## src/rtl/spi_slave.sv

```systemverilog
/* spi mode 0 slave, msb first, sampled on clk
   delivers received bytes as pulses and shifts out one loaded response byte */
`default_nettype none

module spi_slave (
  input  logic       clk,
  input  logic       rst_n,
  input  logic       sck,
  input  logic       cs_n,
  input  logic       mosi,
  output logic       miso,
  output logic [7:0] rx_byte,
  output logic       rx_valid,
  output logic       cs_active,
  input  logic [7:0] resp_byte,
  input  logic       resp_valid
);

  logic [2:0] sck_sync;  // [0] meets the async pin
  logic [2:0] cs_sync;
  logic [1:0] mosi_sync; // lines up with sck_sync[1]
  logic       sck_rise;
  logic       sck_fall;
  logic [2:0] bit_cnt;
  logic [7:0] rx_shift;
  logic [7:0] tx_shift;

  always_ff @(posedge clk) begin
    if (!rst_n) begin
      sck_sync  <= '0;
      cs_sync   <= '1; // bus idle, cs released
      mosi_sync <= '0;
    end else begin
      sck_sync  <= {sck_sync[1:0], sck};
      cs_sync   <= {cs_sync[1:0], cs_n};
      mosi_sync <= {mosi_sync[0], mosi};
    end
  end

  assign sck_rise  = (sck_sync[2:1] == 2'b01);
  assign sck_fall  = (sck_sync[2:1] == 2'b10);
  assign cs_active = ~cs_sync[2];

  // bit counter, cleared whenever cs is released
  always_ff @(posedge clk) begin
    if (!rst_n) begin
      bit_cnt  <= '0;
      rx_valid <= 1'b0;
    end else begin
      rx_valid <= 1'b0;
      if (!cs_active) begin
        bit_cnt <= '0;
      end else if (sck_rise) begin
        bit_cnt  <= bit_cnt + 3'd1;
        rx_valid <= (bit_cnt == 3'd7); // eighth bit lands this edge
      end
    end
  end

  always_ff @(posedge clk) begin
    if (sck_rise)
      rx_shift <= {rx_shift[6:0], mosi_sync[1]};
  end

  assign rx_byte = rx_shift; // stable for 16+ clk after rx_valid

  // response load wins over a coincident shift
  always_ff @(posedge clk) begin
    if (!rst_n)
      tx_shift <= '0;
    else if (resp_valid)
      tx_shift <= resp_byte;
    else if (cs_active && sck_fall)
      tx_shift <= {tx_shift[6:0], 1'b0}; // next bit ready before rising edge
  end

  assign miso = tx_shift[7];

endmodule

`default_nettype wire

```

## config.mk

```make
export PLATFORM = sky130hd
export DESIGN_NAME = spi_slave
export DESIGN_NICKNAME = d
export VERILOG_FILES = /design/src/rtl/spi_slave.sv
export SDC_FILE = /design/constraint.sdc
export NUM_CORES = 1
export LEC_CHECK = 0
export BUFFER_PORTS_ARGS = -buffer_cell sky130_fd_sc_hd__buf_2
export CAP_MARGIN = 20
export CORE_MARGIN = 3
export CORE_UTILIZATION = 45
export CTS_CLUSTER_DIAMETER = 200
export CTS_CLUSTER_SIZE = 8
export DETAILED_ROUTE_END_ITERATION = 10
export PLACE_DENSITY = 0.69
export SLEW_MARGIN = 10
export SYNTH_ARGS = -nofsm -noshare
export SYNTH_HDL_FRONTEND = slang
export SYNTH_SLANG_ARGS = --single-unit
```

## constraint.sdc

```tcl
create_clock -name clk -period 1.6 [get_ports clk]
set_input_delay 0.16 -clock clk [delete_from_list [all_inputs] [get_ports clk]]
set_output_delay 0.16 -clock clk [all_outputs]
set_load 0.02 [all_outputs]
```

=== Word-level counts from Yosys, hierarchy flattened ===
Cells that the tools add are included.
W data, S select, Z words.

* Flip-flop bits (word level): 28
* Bits of input ports: 14
* Output and inout port bits: 11
* Word-level logic and storage cells: 20

* $add $sub $neg: 1
* Equal/unequal tests: 3
* Mux-type cells: 2
* Bitwise operators: 3
* Reductions and logical operators: 4

{| class="wikitable"
|+ Operator list
! operator !! number
|-
| $mux W8 || 2
|-
| $add A3 B1 Y3 const B || 1
|-
| $eq A3 B3 Y1 const B || 1
|-
| $not A1 Y1 || 3
|-
| $reduce_or A3 Y1 || 1
|-
| $eq A2 B1 Y1 const B || 1
|-
| $eq A2 B2 Y1 const B || 1
|-
| $reduce_bool A2 Y1 || 1
|-
| $reduce_or A2 Y1 || 1
|-
| $logic_and A1 B1 Y1 || 1
|}

=== Depth between registers and ports, before layout ===
* Word-level depth: 4
* Mapped depth: 4
* Gate-level depth less buffers: 4

=== Least setup slack after synthesis ===
Ideal clock, no wire load.

* Kind: register to register
* From: reg sck_sync[1]
* To: reg bit_cnt[1]
* Library setup time: 0.114 ns
* Arrival time: 0.915 ns
* Slack: 0.571 ns
* Stages on the path, launching flop included: 5
* Buffers on the path: 1
* Period minus slack after synthesis: 1.029 ns
* Cell sequence: dfxtp_1 -> nor2b_1 -> buf_2 -> mux2i_1 -> nor2_1

* Cells in the longest elaborated chain, start to end: 1

{| class="wikitable"
|+ Ends and longest elaborated chain
! item !! line !! text
|-
| from (decl) || 19 || <nowiki>logic [2:0] sck_sync;</nowiki>
|-
| from (signal assigned) || 34 || <nowiki>sck_sync <= {sck_sync[1:0], sck};</nowiki>
|-
| $eq A2 B1 Y1 || 40 || <nowiki>assign sck_rise = (sck_sync[2:1] == 2'b01);</nowiki>
|-
| to (signal assigned) || 54 || <nowiki>bit_cnt <= bit_cnt + 3'd1;</nowiki>
|-
| to (decl) || 24 || <nowiki>logic [2:0] bit_cnt;</nowiki>
|}

Every way passes these cells.
A chain may end at the register's enable or synchronous reset.

=== Final worst setup path ===
* From: reg cs_sync[2]
* To: reg tx_shift[5]

* Cells in the longest elaborated chain, start to end: 3

{| class="wikitable"
|+ Ends and longest elaborated chain
! item !! line !! text
|-
| from (decl) || 20 || <nowiki>logic [2:0] cs_sync;</nowiki>
|-
| from (signal assigned) || 35 || <nowiki>cs_sync <= {cs_sync[1:0], cs_n};</nowiki>
|-
| $not A1 Y1 || 42 || <nowiki>assign cs_active = ~cs_sync[2];</nowiki>
|-
| $logic_and A1 B1 Y1 || 73 || <nowiki>else if (cs_active && sck_fall)</nowiki>
|-
| $reduce_bool A2 Y1 (no source line) || n/a ||
|-
| to (signal assigned) || 72 || <nowiki>tx_shift <= resp_byte;</nowiki>
|-
| to (signal assigned) || 74 || <nowiki>tx_shift <= {tx_shift[6:0], 1'b0};</nowiki>
|-
| to (decl) || 26 || <nowiki>logic [7:0] tx_shift;</nowiki>
|}

Every way passes these cells.

==> impl_metrics.py <==
metrics = {
    "worst_hold_path": {
        "whs_endpoint": "sck_sync[0]$_SDFF_PN0_",
        "hold_class": "in -> reg",
        "hold_depth": 2,
        "hp-start": "sck",
    },
    "timing": {
        "min_period_ps": 1180,
        "finalHoldViolCount": 0,
        "slew_viol_final": 0,
        "finClkSkew_ps": 3.75,
        "final.period_utilization_pct": 73.6,
        "fin_hold_ws_ps": 38.5,
        "tightest_slew_ps": 383,
        "setup_viol": 0,
        "fmax_ghz": 0.849,
        "rsz0062_at_grt": "false",
        "slew_headroom_pct": 74.5,
        "fin_tns_setup_ps": 0,
    },
    "synthesis": {
        "ys_ff_latch": 28,
        "ys_seq_area_share_pct": 65.5,
        "synth-main-ff-cell": "dfxtp_1",
        "syn_area_per_cell_um2": 12.5,
        "synth_nets": 94,
        "syn_inst": 78,
        "synth_common_cells": "dfxtp_1, mux2i_1, edfxtp_1",
        "synth.most_common_cell": "dfxtp_1",
        "yosysWarnings": 0,
        "async_flop_share_pct": 0,
        "synth_edf_count": 8,
        "yosys-top-cells-area": "dfxtp_1, edfxtp_1, mux2i_1, a21oi_1, o21ai_0",
        "syn_area_um2": 978,
        "synth_top_cell_area_share_pct": 40.9,
        "synth_area_leader_cell": "dfxtp_1",
        "synth_cell_type_count": 20,
    },
    "floorplanning": {
        "die-area_um2": 2770,
        "coreArea_um2": 2000,
        "start_util_pct": 48.9,
        "die-width_um": 52.6,
        "rows": 16,
        "die_h_um": 52.6,
        "pin_count": 25,
    },
    "route": {
        "ant_nets": 0,
        "avgRoutedWirePerCell_um": 12.2,
        "num_vias": 627,
        "routed_wl_um": 1610,
        "drc": 0,
        "firstDrtPassIters": 6,
        "viasPerCell": 4.75,
        "drt_iter0_drc": 10,
    },
    "clock_network": {
        "cts_sinks": 28,
        "clk_pin_slew_ps": 140,
        "postCtsSetupRepairBufs": 0,
        "cts_resized": 0,
        "cts-root-buf": "clkbuf_4",
        "cts_buffers": 3,
        "clockBufferDepth": 2,
        "clk_latency_ps": 320,
        "ctsHoldBuffers": 1,
        "ctsHtreeMaxLevel": 1,
        "cts_tree": "done",
    },
    "setup_path": {
        "cp_top_family": "flip-flops",
        "critPathMaxStageDelay_ps": 340,
        "cp_data_required_time_ps": 1800,
        "cp.depth": 4,
        "timing.rr.start": "cs_sync[2]$_SDFF_PN1_",
        "start_kind": "flip-flop",
        "crit_path_max_fanout": 8,
        "reg2reg_to": "tx_shift[5]$_SDFFE_PN0P_",
        "crit_start": "cs_sync[2]$_SDFF_PN1_",
        "worst-setup-path-type": "reg -> reg",
        "cp_slowest_cell": "dfxtp_1",
        "endpoint_kind": "flip-flop",
        "path_cells": "nor3b_2 > buf_4 > mux2i_1 > a21oi_1",
        "cp.arrival_ps": 1370,
        "cp.buffers_inverters": 1,
        "r2r_slack_ps": 420,
        "reg2reg_depth": 4,
    },
    "outcome": {
        "status": "finished clean",
    },
    "global_route": {
        "grt_max_degree": 19,
        "first_global_vias": 660,
        "antenna_found_initial": 0,
        "grt-ovfl-total": 0,
        "grt_pass1_wl_um": 2620,
        "track_usage_pct": 13.3,
    },
    "placement": {
        "dp_hpwl_um": 1100,
        "portBuffers": 24,
        "placed_area_um2": 1120,
        "gp_congestion": 0.737,
    },
    "layout": {
        "nets": 122,
        "layout-drive-gt1-share_pct": 29.5,
        "fill_cells": 175,
        "n_antenna_cell": 0,
        "area_growth_pct": 21.1,
        "stdcell_area_um2": 1180,
    },
    "power": {
        "power_density_nw_per_um2": 1100,
        "power_leakage_nw": 0.482,
        "ir_drop_v": 0.000652,
    },
    "job": {
        "cap_violations": 0,
    },
}
[area by class of cell]
type / instances / area, um^2 / area share, %
repair buffers: 27 / 145 / 12.2
clock inverters: 1 / 30.0 / 2.53
well taps: 27 / 33.8 / 2.85
inverters: 2 / 7.51 / 0.634
clock buffers: 3 / 22.5 / 1.90
multi-input cells: 44 / 305 / 25.8
flip-flops and latches: 28 / 641 / 54.1
[flip-flops by register name, summed over array words and instances, names as in the netlist]
signal,count
rx_byte,8
tx_shift,8
bit_cnt,3
cs_sync,3
sck_sync,3
mosi_sync,2
rx_valid,1
[layer usage]
layer | share of wire [%] | track usage (%) | vias to the layer above
li1 | - | - | 325
met1 | 41 | 12.7 | 285
met2 | 54 | 25.6 | 15
met3 | 4.1 | 2.56 | 2
met4 | 0.81 | 7.66 | 0
met5 | 0 | 0 | -
[worst max-delay path by stage]
stage / end / slack (ps)
finish: tx_shift[5]$_SDFFE_PN0P_ / 420
global route: tx_shift[5]$_SDFFE_PN0P_ / 330
CTS: tx_shift[5]$_SDFFE_PN0P_ / 390
detailed placement: tx_shift[1]$_SDFFE_PN0P_ / 500
global placement: tx_shift[6]$_SDFFE_PN0P_ / 530
floorplan: bit_cnt[1]$_SDFFE_PP0N_ / 570
[kinds of logic after synthesis]
| kind of cell | Yosys count | synth area share, % |
|---|---|---|
| xor+xnor | 1 | 0.895 |
| buf+inv | 6 | 3.32 |
| flops | 28 | 65.5 |
| compound gates | 15 | 7.93 |
| fa+ha+maj | 2 | 2.56 |
| simple gates | 17 | 10.6 |
| mux | 9 | 9.21 |
[through the flow]
stage               utilization, %  total power, mW  worst slack [ps]  instances
finish                        59.2             1.31               422        132
global route                  59.2             1.36               333        132
CTS                           59.2             1.33               391        132
detailed placement            56.1            0.873               503        127
global placement              56.1            0.870               531        127
floorplan                        -            0.837               571         78
[power breakdown]
group,total (mW),internal [mW],switching [mW]
Clock,0.448,0.253,0.195
Sequential,0.773,0.760,0.0131
Combinational,0.0867,0.0383,0.0484
[layout by cell type (no fill, tap or decap)]
master,Yosys,final
buf_2,2,24
dfxtp_1,20,20
mux2i_1,9,9
edfxtp_1,8,8
o21ai_0,7,7
a21oi_1,7,7
and2_1,5,5
nand2b_1,3,3
nor2_1,3,3
clkbuf_4,0,3
inv_1,2,2
nand2_1,2,2
ha_1,2,2
buf_4,0,2
nor3b_2,1,1
nand3b_1,1,1
a21boi_0,1,1
nor2b_1,1,1
xnor2_1,1,1
and4_1,1,1
bufinv_16,0,1
dlygate4sd3_1,0,1
(Power assumes the default switching activity.)
