`src/rtl/trs_io_pkg.sv`:
```
/* opcodes, parser states and fixed reply bytes of the host command link
   imported by each rtl block that decodes or answers commands */
`default_nettype none

package trs_io_pkg;

  // host firmware numbering, gaps are commands this board no longer has
  typedef enum logic [7:0] {
    get_cookie          = 8'd0,
    bram_poke           = 8'd1,
    bram_peek           = 8'd2,
    set_breakpoint      = 8'd6,
    clear_breakpoint    = 8'd7,
    enable_breakpoints  = 8'd11,
    disable_breakpoints = 8'd12,
    get_version         = 8'd15,
    set_screen_color    = 8'd17,
    send_keyb           = 8'd19
  } cmd_e;

  typedef enum logic {
    idle        = 1'b0, // waiting for an opcode byte
    read_params = 1'b1  // collecting parameter bytes
  } parse_state_e;

  localparam logic [7:0] COOKIE = 8'haf; // host probes for this byte

  localparam logic [2:0] VERSION_MAJOR = 3'd0;
  localparam logic [4:0] VERSION_MINOR = 5'd3;
  localparam logic [7:0] VERSION_BYTE  = {VERSION_MAJOR, VERSION_MINOR};

  // longest command carries three bytes after the opcode
  localparam int MAX_PARAMS = 3;
  localparam int PCNT_W     = $clog2(MAX_PARAMS + 1); // holds 0..MAX_PARAMS

  localparam int KEYB_ROWS = 8; // rows of the keyboard matrix

endpackage

`default_nettype wire

```
`src/rtl/cmd_parser.sv`:
```
/* splits the received byte stream into opcode plus parameter bytes
   and pulses cmd_valid once a known command is complete */
`default_nettype none

module cmd_parser import trs_io_pkg::*; (
  input  logic                         clk,
  input  logic                         rst_n,
  input  logic [7:0]                   rx_byte,
  input  logic                         rx_valid,
  input  logic                         cs_active,
  output cmd_e                         cmd,
  output logic [MAX_PARAMS-1:0][7:0]   params,
  output logic                         cmd_valid
);

  parse_state_e      state;
  cmd_e              op;         // incoming byte seen as an opcode
  logic              op_known;
  logic [PCNT_W-1:0] op_nparams;
  logic [PCNT_W-1:0] remaining;  // param bytes still expected
  logic [PCNT_W-1:0] idx;        // slot for the next param byte

  assign op = cmd_e'(rx_byte);

  // parameter count per opcode
  always_comb begin
    op_known   = 1'b1;
    op_nparams = '0;
    case (op)
      get_cookie, get_version, enable_breakpoints, disable_breakpoints:
        op_nparams = PCNT_W'(0);
      clear_breakpoint:
        op_nparams = PCNT_W'(1);
      send_keyb:
        op_nparams = PCNT_W'(2);
      bram_poke, bram_peek, set_breakpoint, set_screen_color:
        op_nparams = PCNT_W'(3);
      default:
        op_known = 1'b0; // dropped, parser stays idle
    endcase
  end

  always_ff @(posedge clk) begin
    if (!rst_n) begin
      state     <= idle;
      cmd_valid <= 1'b0;
      remaining <= '0;
      idx       <= '0;
    end else begin
      cmd_valid <= 1'b0;
      if (!cs_active) begin
        state <= idle; // cs released, partial command lost
      end else if (rx_valid) begin
        case (state)
          idle: begin
            if (op_known) begin
              remaining <= op_nparams;
              idx       <= '0;
              if (op_nparams == '0)
                cmd_valid <= 1'b1; // no params, run right away
              else
                state <= read_params;
            end
          end
          read_params: begin
            idx       <= idx + PCNT_W'(1);
            remaining <= remaining - PCNT_W'(1);
            if (remaining == PCNT_W'(1)) begin
              cmd_valid <= 1'b1; // last byte in
              state     <= idle;
            end
          end
          default: state <= idle;
        endcase
      end
    end
  end

  // opcode and param bytes held until the next command overwrites them
  always_ff @(posedge clk) begin
    if (cs_active && rx_valid) begin
      if (state == idle && op_known)
        cmd <= op;
      if (state == read_params)
        params[idx] <= rx_byte;
    end
  end

endmodule

`default_nettype wire

```
`config.mk`:
```
export PLATFORM = sky130hd
export DESIGN_NAME = cmd_parser
export DESIGN_NICKNAME = d
export VERILOG_FILES = /design/src/rtl/trs_io_pkg.sv /design/src/rtl/cmd_parser.sv
export SDC_FILE = /design/constraint.sdc
export NUM_CORES = 1
export LEC_CHECK = 0
export ABC_AREA = 1
export CORE_MARGIN = 3
export CORE_UTILIZATION = 55
export CTS_CLUSTER_SIZE = 16
export DETAILED_ROUTE_END_ITERATION = 12
export DONT_BUFFER_PORTS = 1
export GPL_TIMING_DRIVEN = 0
export PLACE_DENSITY = 0.71
export SLEW_MARGIN = 40
export SYNTH_ARGS = -nofsm -noshare
export SYNTH_HDL_FRONTEND = slang
export SYNTH_SLANG_ARGS = --single-unit
export TNS_END_PERCENT = 5
```
`constraint.sdc`:
```
create_clock -name clk -period 3.4 [get_ports clk]
set_input_delay 0.17 -clock clk [delete_from_list [all_inputs] [get_ports clk]]
set_output_delay 0.17 -clock clk [all_outputs]
set_load 0.005 [all_outputs]
```
* Yosys cells after proc, flatten, opt, wreduce, memory -nomap -nowiden
Index checks and enable logic that the tools add are counted.
** Cells by class
- $lt $le $gt $ge :: 2
- Multiplexer cells :: 17
- $add $sub $neg :: 2
- Equality and inequality tests :: 11
- Bitwise operators :: 1
- Reductions and logical operators :: 12
** Operators with widths (count)
- bitwise mux 24 bit :: 1
- equality test 8 x 4 -> 1 bit (second input constant) :: 3
- demux 8 bit (select 2 bit) :: 1
- equality test 8 x 3 -> 1 bit (second input constant) :: 2
- equality test 8 x 5 -> 1 bit (second input constant) :: 2
- OR reduction 10 bit :: 1
- equality test 8 x 1 -> 1 bit (second input constant) :: 1
- equality test 8 x 2 -> 1 bit (second input constant) :: 1
- zero test 8 bit :: 1
- 2-to-1 mux 8 bit :: 1
- case mux 2 bit (2 select lines) :: 2
- 2-to-1 mux 1 bit :: 7
- case mux 2 bit (3 select lines) :: 1
- AND reduction 2 bit :: 3
- AND reduction 3 bit :: 2
- 2-to-1 mux 2 bit :: 2
- case mux 1 bit (2 select lines) :: 2
- OR reduction 4 bit :: 1
- logical AND 1 bit :: 3
- < comparator 2 x 3 -> 1 bit (second input constant) :: 1
- adder 2 x 1 -> 2 bit (second input constant) :: 1
- equality test 2 x 1 -> 1 bit (second input constant) :: 1
- greater-or-equal comparator 2 x 1 -> 1 bit (second input constant) :: 1
- zero test 2 bit :: 1
- other kinds (3) :: 3
** Word-level totals
- Bits in registers :: 38
- Output and inout port bits :: 33

* Longest topological paths before layout
Gate-level depths: netlist (run 1).
- Word-level depth :: 7
- Mapped depth :: 11
- Gate-level depth less buffers :: 11

* Least setup slack after synthesis (run 1)
Ideal clock, no wire load.
- Path kind :: reg2reg
- Start point :: register state
- End point :: register params[0] (netlist bit) (enable)
- Stages on the path, launching flop included :: 5
- Required time :: 3.029 ns
- Path buffers :: 0
- Arrival :: 1.196 ns
- Slack :: 1.833 ns
- Cells stage by stage :: dfxtp_1 inv_2 nor2_1 bufinv_8 nor2_1
** On the way
- Cells in the longest elaborated chain, start to end :: 1
** Ends and longest elaborated chain
- start, declared :: RTL line cmd_parser.sv:16 : parse_state_e state;
- start signal, assigned :: RTL line cmd_parser.sv:45 : state <= idle;
- start signal, assigned :: RTL line cmd_parser.sv:52 : state <= idle;
- start signal, assigned :: RTL line cmd_parser.sv:62 : state <= read_params;
- AND reduction 2 bit (no source line)
- end signal, assigned by index :: RTL line cmd_parser.sv:85 : params[idx] <= rx_byte;
- end, declared :: RTL line cmd_parser.sv:12 : output logic [MAX_PARAMS-1:0][7:0] params,
Every way passes these cells.
A chain may end at the register's enable or synchronous reset.

* Worst setup path in the final report (run 1)
- Start point :: register state
- End point :: register params[17] (netlist bit) (enable)
Same word-level chain as after synthesis.

==> results of run 1 <==
area by class of cell:
type / instances / area, µm²
repair buffers: 11 / 110
clock inverters: 3 / 63.8
multi-input cells: 73 / 404
fillers: 174 / 763
clock buffers: 5 / 37.5
well taps: 30 / 37.5
flip-flops and latches: 38 / 1080
inverters: 21 / 92.6
where the power goes:
| part | switching (mW) | internal [mW] | total [mW] |
|---|---|---|---|
| sequential | 0.000604 | 0.505 | 0.505 |
| combinational | 0.0195 | 0.0153 | 0.0348 |
| clock | 0.136 | 0.226 | 0.363 |
metal layers:
layer	up-vias	global-route usage (%)	wire length, µm
met5	-	0	0
met4	0	8.54	61
met3	10	6.97	227
met2	48	29.3	1310
met1	445	16.7	1080
li1	476	-	-
critical path: cells and delay by family, from the launching register on:
kind	cells	cell delay, ns
AND/OR/NAND/NOR	2	0.74
flip-flops	1	0.47
buffers and inverters	2	0.32
cell usage after synthesis, types with 3 or more instances:
cell      count
nor2_1       21
dfxtp_1       6
inv_1        18
nor2_2        3
nand3_1       6
nand2_1      17
a21oi_1       4
ha_1          4
edfxtp_1     32
registers in the layout (all words and copies together), names as in the netlist:
| name | count |
|---|---|
| params | 24 |
| state | 1 |
| cmd_valid | 1 |
| idx | 2 |
| cmd | 8 |
| remaining | 2 |
worst paths after layout:
path	from	to	cells past startpoint
max	state	params[17]	4
min	rx_valid	cmd_valid	2
max reg2reg	state	params[17]	4
min reg2reg	idx[1]	idx[1]	2
per-stage QoR:
step	setup WS [ns]	util (%)	total power, mW	hold slack [ns]
after floorplan	1.83	-	0.533	0.269
after global placement	1.54	62.4	0.536	0.269
after detailed placement	1.50	62.4	0.536	0.269
after CTS	1.46	70.5	0.909	0.0126
after global routing	1.37	70.5	0.938	0.00391
final	1.50	70.5	0.903	0.0289
logic make-up after synthesis:
family          Yosys count
flops                    38
buf+inv                  21
fa+ha+maj                 4
simple gates             56
xor+xnor                  1
compound gates           12
==> results.md, run 1 <==
* Hold buffer count at CTS at 11
* FFs w/ async S/R, synth at 0%
* Post-synthesis mux area share at 0%
* Minimum clock period at 1.90 ns
* GRT Overall Usage at 16.7%
* Row cnt at 18
* Most common cell after layout, fill and taps aside: edfxtp_1
* Max stage delay on crit path at 0.55 ns
* Core area at approximately 2600 µm²
* Final-report setup violation count at 0
* Hold WC Path Type: in2reg
* Top_reg_cell synth: edfxtp_1
* Number of nets still failing antenna checks after routing at 0
* Crit end category: register
* Fin area at 1830 µm²
* Final hold vios at 0
* Wirelength per Cell at 14.8 µm
* RSZ-0062 raised after global routing: false
* Commonest non-fill, non-tap cells in the layout: edfxtp_1 (32), nor2_1 (21), inv_1 (18)
* Number of diodes at 0
* IO Count at 45
* Area share of xor/xnor cells in the synthesized design at 0.555%
* Initial antenna violation count at 0
* Ranking of synthesized cells by area: edfxtp_1 (61%), dfxtp_1 (7.6%), nor2_1 (5.0%), inv_1 (4.3%), nand2_1 (4.0%)
* Routability cong. at 0.854
* Synth Warn # at 0
* P per Cell Area at 494 nW/µm²
* TritonCTS Buffers at 5
* Max stage delay cell, worst path: nor2_1
* Slew Limit Fails at 0
* CP Max Fanout at 9
* P_leak at 0.709 nW
* Slew HR at 51.2%
* Pin count of the biggest net entering global routing at 13
* Post-Synthesis Cells at 132
* H-tree depth at 2
* CTS max path bufs at 2
* Via count at 979
* Adder-Cell Fraction of Synth Area at under 10%
* Area of the mapped netlist at 1580 µm²
* 1st-pass router iterations at 4
* Dpl cell area at 1620 µm²
* Cell variety after synth at 25
* Maximum vdd drop at 0.402 mV
* Crit-path most repeated cell: nor2_1
* Hpwl dp at about 1.9 mm
* Vias per cell at between 5 and 6
* I/O Buffers at 0
* Fmax at 527 MHz
* Crit-path cells: inv_2 > nor2_1 > bufinv_8 > nor2_1
* Worst-Skew Late Latency at 0.33 ns
* WS Path Type: reg2reg
* Die Height at roughly 60 µm
* Post-Synth Simple-Gate Area at between 10% and 20%
* Vias in the first global route at 957
* Post-Route Setup TNS at 0 ns
* Final net count at between 150 and 200
* Worst-path clk slew at 0.11 ns
* Post-Syn Area per Cell at about 12 µm²
* Post-Place Cells at about 160
* Critical Path RT at 3.36 ns
* Area grow syn2layout at 15.8%
* DRC at 0
* Outcome: finished, final reports clean
* Sequential share of the synthesized area at 68.5%
* Post-synth EDFFs at 32
* Post-CTS setup buffer count at 0
* Largest family of logic cells by synthesized area: simple AND/OR/NAND/NOR gates
* DR iter-0 viols at 25
* Synth area leader: edfxtp_1
* Tcrit/Tclk final at between 50% and 60%
* CTS resizes at 0
* Routed WL at approximately 2.7 mm
* Arrival time worst endpoint at between 1.5 and 2 ns
* Root Driver: clkbuf_4
* Clock sink total at 38
* Flop2flop setup slack at 1.50 ns
* GRT Residual Overflow at 0
* Die area at 3550 µm²
* Complex-gate fraction of the synthesized area at just under 5%
* Crit path launch type: register
* Layout cells sized above 1 at 14.6%
* Tightest Pin Transition at 0.730 ns
* Starting Density at around three fifths
* Yosys top cell area share at 60.9%
* FF+latch count, synth at 38
* Syn nets at 148
* Die Width at 59.6 µm
* Max Clock Skew at 0.0127 ns
* Layout Cells excl Fill at 181
* First-pass GRT wire length at 4.20 mm
* Max_cap viols at 0
* CTS tree: built
Power figures use the tool's default switching activity.
==> run 2, diff against run 1 <==
--- a/config.mk
+++ b/config.mk
@@ -12,7 +12,7 @@
 export DETAILED_ROUTE_END_ITERATION = 12
 export DONT_BUFFER_PORTS = 1
 export GPL_TIMING_DRIVEN = 0
-export PLACE_DENSITY = 0.71
+export PLACE_DENSITY = 0.74
 export SLEW_MARGIN = 40
 export SYNTH_ARGS = -nofsm -noshare
 export SYNTH_HDL_FRONTEND = slang
==> constraint.sdc (replaced) <==
create_clock -name clk -period 1.55 [get_ports clk]
set_input_delay 0.0775 -clock clk [delete_from_list [all_inputs] [get_ports clk]]
set_output_delay 0.0775 -clock clk [all_outputs]
set_load 0.005 [all_outputs]
==> run 2 against run 1 <==
Net effect:
- design area is 0.41% lower
- die area stayed put
- global-route usage rose by 1.7 points
- routed wire length rose by 9.5%
- via count is 1.4% higher
- critical endpoint is now params[14]
- critical path depth unchanged
- hold slack improved by 0.018 ns
- power grew 83%
==> results.md, run 2 (same netlist as run 1, synthesis figures left out) <==
* IO Count at 45 (unchanged)
* Die Height at 59.6 µm (unchanged)
* Via count at 993 (was 979)
* Slew HR at 48.9% (was 51.2%)
* Final hold vios at 0 (unchanged)
* Hpwl dp at 2.05 mm (was 1.90 mm)
* I/O Buffers at 0 (unchanged)
* Die Width at 59.6 µm (unchanged)
* Maximum vdd drop at 0.815 mV (was 0.402 mV)
* Top Registers: params: 24 flops, cmd: 8 flops (unchanged)
* H-tree depth at 2 (unchanged)
* Crit path launch type: register (unchanged)
* Final Worst Setup Slack at 0.123 ns (was 1.50 ns)
* CTS max path bufs at 2 (unchanged)
* Hold path depth at 4 (was 2)
* DR iter-0 viols at 32 (was 25)
* CTS tree: built (unchanged)
* DRC at 0 (unchanged)
* Commonest non-fill, non-tap cells in the layout: edfxtp_1 (32), inv_1 (18), nand2_1 (17), nor2_1 (17), dlygate4sd3_1 (13) (was edfxtp_1 (32), nor2_1 (21), inv_1 (18))
* DP Worst Slack at -0.331 ns (was 1.50 ns)
* Core area at 2590 µm² (unchanged)
* Most common cell after layout, fill and taps aside: edfxtp_1 (unchanged)
* Final-report setup violation count at 0 (unchanged)
* Tightest Pin Transition at 0.763 ns (was 0.730 ns)
* GRT Residual Overflow at 0 (unchanged)
* Post-Route Setup TNS at 0 ns (unchanged)
* Clock sink total at 38 (unchanged)
* Max_cap viols at 0 (unchanged)
* Most flops, register: params (unchanged)
* Routed WL at 2.94 mm (was 2.68 mm)
* Post-Place Cells at 162 (unchanged)
* First-pass GRT wire length at 4.66 mm (was 4.20 mm)
* Fmax at 701 MHz (was 527 MHz)
* Routability cong. at 0.849 (was 0.854)
* Row cnt at 18 (unchanged)
* Die area at 3550 µm² (unchanged)
* P per Cell Area at 909 nW/µm² (was 494 nW/µm²)
* GRT Overall Usage at 18.4% (was 16.7%)
* Layout Cells excl Fill at 182 (was 181)
* Worst-path clk slew at 0.11 ns (about the same)
* Outcome: finished, final reports clean (unchanged)
* Minimum clock period at 1.43 ns (was 1.90 ns)
* Number of nets still failing antenna checks after routing at 0 (unchanged)
* Hold WC Path Type: in2reg (unchanged)
* Root Driver: clkbuf_4 (unchanged)
* Critical Path RT at 1.57 ns (was 3.36 ns)
* WS Path Type: reg2reg (unchanged)
* Crit end category: register (unchanged)
* Number of diodes at 0 (unchanged)
* Starting Density at 60.9% (unchanged)
* Layout cells sized above 1 at 17.8% (was 14.6%)
* Final net count at 168 (was 166)
* Hold_ws at 0.0473 ns (was 0.0289 ns)
* Tcrit/Tclk final at 92.1% (was 55.8%)
* CP Max Fanout at 9 (unchanged)
* Area grow syn2layout at 15.3% (was 15.8%)
* Reg2reg path depth at 4 (unchanged)
* Vias in the first global route at 994 (was 957)
* RR Startpoint: state (unchanged)
* Post-CTS setup buffer count at 0 (unchanged)
* Pin count of the biggest net entering global routing at 12 (was 13)
* RSZ-0062 raised after global routing: false (unchanged)
* Max FFs per register at 24 (unchanged)
* Arrival time worst endpoint at 1.45 ns (was 1.86 ns)
* Vias per cell at 5.46 (was 5.41)
* Slew Limit Fails at 0 (unchanged)
* Worst-Skew Late Latency at 0.34 ns (was 0.33 ns)
* Worst setup path start: state (unchanged)
* 1st-pass router iterations at 4 (unchanged)
* P_leak at 0.694 nW (was 0.709 nW)
* Max Clock Skew at 0.00918 ns (was 0.0127 ns)
* Worst Hold Launch: rx_valid (unchanged)
* TritonCTS Buffers at 5 (unchanged)
* Initial antenna violation count at 0 (unchanged)
* Wirelength per Cell at 16.1 µm (was 14.8 µm)
## run 2: cell count changes in the layout (fill, tap and decap cells not counted), moves of 2 or more
cell | before | now
nor2_1 | 21 | 17
clkinv_2 | 0 | 2
nor2_4 | 2 | 5
bufinv_16 | 2 | 0
dlygate4sd3_1 | 11 | 13
## run 2: metrics by stage
step           utilization, %  power, mW  instance area (µm²)
4_1_cts                  70.1       1.67                 1820
2_1_floorplan               -       1.17                 1580
6_report                 70.2       1.65                 1820
3_3_place_gp             62.4       1.17                 1620
5_1_grt                  70.2       1.71                 1820
3_5_place_dp             62.4       1.18                 1620
## run 2: routing by layer
metal	wire (µm)	part of all wire [%]	track usage, %
met1	1160	39	21.4
met2	1540	52	31.8
met3	189	6.4	5.23
met4	48	1.6	7.28
met5	0	0	0
## run 2: critical path: stages, from the launching register on
cell and delay [ns]:
dfxtp_2 0.41, inv_2 0.08, nor2_2 0.14, bufinv_8 0.23, nor2_4 0.25
## run 2: report_power, final
| part | total, mW | leakage (nW) | switching, mW | internal (mW) |
|---|---|---|---|---|
| Sequential | 1.11 | 0.336 | 0.00134 | 1.11 |
| Clock | 0.462 | 0.0308 | 0.299 | 0.163 |
| Combinational | 0.0833 | 0.327 | 0.0449 | 0.0385 |
| Total | 1.65 | 0.694 | 0.345 | 1.31 |
## run 2: cell type report
type	count	area, µm²
inverters	21	92.6
repair buffers	13	130
well taps	30	37.5
flip-flops and latches	38	1080
clock buffers	5	37.5
clock inverters	2	10.0
fillers	182	771
multi-input cells	73	429
## run 2: worst paths after layout
check          endpoint  slack, ns
min              idx[1]       0.05
min reg2reg      idx[1]       0.52
max reg2reg  params[14]       0.12
max          params[14]       0.12
## run 2: repair_timing
| item | 4_1_cts | 5_1_grt |
|---|---|---|
| hold endpoints to repair | 38 | 0 |
| endpoints found under the setup margin | 24 | 24 |
| pin swaps | 0 | 1 |
| gates resized for setup | 6 | 2 |
| cloned | 0 | 0 |
| hold buffers | 13 | 0 |
==> run 3, diff against run 2 <==
--- a/config.mk
+++ b/config.mk
@@ -6,8 +6,10 @@
 export NUM_CORES = 1
 export LEC_CHECK = 0
 export ABC_AREA = 1
+export CELL_PAD_IN_SITES_DETAIL_PLACEMENT = 1
+export CELL_PAD_IN_SITES_GLOBAL_PLACEMENT = 2
 export CORE_MARGIN = 3
-export CORE_UTILIZATION = 55
+export CORE_UTILIZATION = 35
 export CTS_CLUSTER_SIZE = 16
 export DETAILED_ROUTE_END_ITERATION = 12
 export DONT_BUFFER_PORTS = 1
==> run 3 against run 2 <==
Net effect:
- clock power up 36%
- critical path depth up 2
- setup slack worse by 0.0021 ns
- core utilization down 25 points
- sequential power about the same
- combinational power down 4.0%
- clock skew up 0.0011 ns
- die area up 51%
- largest power group unchanged
- largest cell class unchanged
- register-to-register slack about the same
==> results.md, run 3 (same netlist as run 1, synthesis figures left out) <==
* Fin area at 1890 µm² (was 1820 µm²)
* Pin count of the biggest net entering global routing at 12 (unchanged)
* Clock power frac at 34.6% (was 27.9%)
* Crit path launch type: register (unchanged)
* Fmax at 700 MHz (was 701 MHz)
* Outcome: finished, final reports clean (unchanged)
* DRC at 0 (unchanged)
* I/O Buffers at 0 (unchanged)
* Tightest Pin Transition at 0.415 ns (was 0.763 ns)
* Max FFs per register at 24 (unchanged)
* Row cnt at 23 (was 18)
* Most common cell after layout, fill and taps aside: edfxtp_1 (unchanged)
* GRT Residual Overflow at 0 (unchanged)
* Top Registers: params: 24 flops, cmd: 8 flops (unchanged)
* Most flops, register: params (unchanged)
* Hpwl dp at 2.35 mm (was 2.05 mm)
* Tcrit/Tclk final at 92.2% (was 92.1%)
* DR iter-0 viols at 94 (was 32)
* Hold path depth at 3 (was 4)
* Switch Pwr at 0.376 mW (was 0.345 mW)
* Post-Route Setup TNS at 0 ns (unchanged)
* RSZ-0062 raised after global routing: false (unchanged)
* Critical Path RT at 1.78 ns (was 1.57 ns)
* Layout cells sized above 1 at 19.1% (was 17.8%)
* TritonCTS Buffers at 5 (unchanged)
* Routability cong. at 0.777 (was 0.849)
* Final Worst Setup Slack at 0.121 ns (was 0.123 ns)
* Final net count at 168 (unchanged)
* Slew HR at 72.3% (was 48.9%)
* Maximum vdd drop at 0.324 mV (was 0.815 mV)
* Starting Density at 37.8% (was 60.9%)
* CTS max path bufs at 2 (unchanged)
* Root Driver: clkbuf_8 (was clkbuf_4)
* P per Cell Area at 964 nW/µm² (was 909 nW/µm²)
* Initial antenna violation count at 0 (unchanged)
* Final-report setup violation count at 0 (unchanged)
* Commonest non-fill, non-tap cells in the layout: edfxtp_1 (32), inv_1 (18), nand2_1 (17) (was edfxtp_1 (32), inv_1 (18), nand2_1 (17), nor2_1 (17), dlygate4sd3_1 (13))
* Sw Ratio at 20.7% (was 20.9%)
* First-pass GRT wire length at 5.20 mm (was 4.66 mm)
* Grt met3 use at 5.23% (about the same)
* Reg2reg path depth at 6 (was 4)
* Internal power at 1.44 mW (was 1.31 mW)
* CTS tree: built (unchanged)
* H-tree depth at 2 (unchanged)
* M1 GR Usage at 15.7% (was 21.4%)
* IO Count at 45 (unchanged)
* Overall power at 1.82 mW (was 1.65 mW)
* Dpl cell area at 1640 µm² (was 1620 µm²)
* Via count at 996 (was 993)
* Number of nets still failing antenna checks after routing at 0 (unchanged)
* Met2 GRT Util at 21.4% (was 31.8%)
* WS Path Type: reg2reg (unchanged)
* Slew Limit Fails at 0 (unchanged)
* Number of diodes at 0 (unchanged)
* Routed WL at 3.38 mm (was 2.94 mm)
* Die Width at 73.1 µm (was 59.6 µm)
* Worst-Skew Late Latency at 0.29 ns (was 0.34 ns)
* Top Usage Layer GRT: met2 (unchanged)
* Vias in the first global route at 1034 (was 994)
* Comb pwr share at 4.4% (was 5.0%)
* Die Height at 73.1 µm (was 59.6 µm)
* Worst-path clk slew at 0.08 ns (was 0.11 ns)
* Core area at 4170 µm² (was 2590 µm²)
* Vias per cell at 4.93 (was 5.46)
* CP Max Fanout at 2 (was 9)
* Clock sink total at 38 (unchanged)
* GRT Overall Usage at 13.4% (was 18.4%)
* 1st-pass router iterations at 4 (unchanged)
* Minimum clock period at 1.43 ns (about the same)
* Area grow syn2layout at 19.7% (was 15.3%)
* Final hold vios at 0 (unchanged)
* Crit end category: register (unchanged)
* Arrival time worst endpoint at 1.66 ns (was 1.45 ns)
* DP Worst Slack at -0.386 ns (was -0.331 ns)
* Max Clock Skew at 0.0103 ns (was 0.00918 ns)
* Max_cap viols at 0 (unchanged)
* Hold WC Path Type: in2reg (unchanged)
* P_leak at 0.713 nW (was 0.694 nW)
* Die area at 5350 µm² (was 3550 µm²)
* Sequential power share at 61.0% (was 67.0%)
* Wirelength per Cell at 16.7 µm (was 16.1 µm)
* Final-layout fill cell count at 443 (was 182)
## run 3: cell types whose count changed in the layout (fill, tap and decap cells not counted)
cell	before	now
buf_12	0	1
clkbuf_4	5	0
clkbuf_8	0	5
dlygate4sd3_1	13	12
nor2_1	17	16
nor2_2	4	5
## run 3: stage by stage
stage	utilization [%]	instances	hold WS, ns
after floorplan	-	132	0.176
after global placement	39.3	182	0.177
after detailed placement	39.3	182	0.177
after CTS	45.1	202	0.0661
after global routing	45.2	202	0.0763
final	45.2	202	0.0629
## run 3: layer usage
metal	vias to the layer above	routed length, µm
met5	-	0
met3	6	279
met1	479	1440
met2	37	1590
met4	0	64
li1	474	-
## run 3: critical path: stages, from the launching register on
cell and delay, ns:
dfxtp_1 0.31, inv_1 0.05, ha_1 0.19, nand3_1 0.08, nand3_1 0.07, a21oi_1 0.11
dlygate4sd3_1 0.56
## run 3: layout make-up
| type | instances | area [µm²] | share of cell area (%) |
|---|---|---|---|
| multi-input combinational | 73 | 432 | 22.9 |
| inverter | 21 | 92.6 | 4.90 |
| clock buffer | 5 | 68.8 | 3.64 |
| clock inverter | 2 | 10.0 | 0.530 |
| timing repair buffer | 13 | 140 | 7.42 |
| sequential | 38 | 1080 | 57.3 |
| tap | 50 | 62.6 | 3.31 |
## run 3: path summary, 6_finish.rpt
check	from	end	slack, ns
worst max-delay path	remaining[1]	state	0.12
worst min-delay path	rx_byte[3]	cmd_valid	0.06
worst max register to register	remaining[1]	state	0.12
worst min register to register	idx[1]	idx[1]	0.51
## run 3: what timing repair did
action,4_1_cts,5_1_grt
hold endpoints to repair,38,0
resized for setup,7,2
buffers inserted,1,0
hold buffers,12,0
pin swaps,1,0
endpoints found under the setup margin,24,32
## run 3: power groups by stage
stage | clock [mW] | combinational [mW] | sequential (mW)
floorplan | 0 | 0.0376 | 1.13
global placement | 0 | 0.0445 | 1.13
detailed placement | 0 | 0.0455 | 1.13
CTS | 0.645 | 0.0797 | 1.11
global route | 0.692 | 0.0893 | 1.11
finish | 0.630 | 0.0800 | 1.11
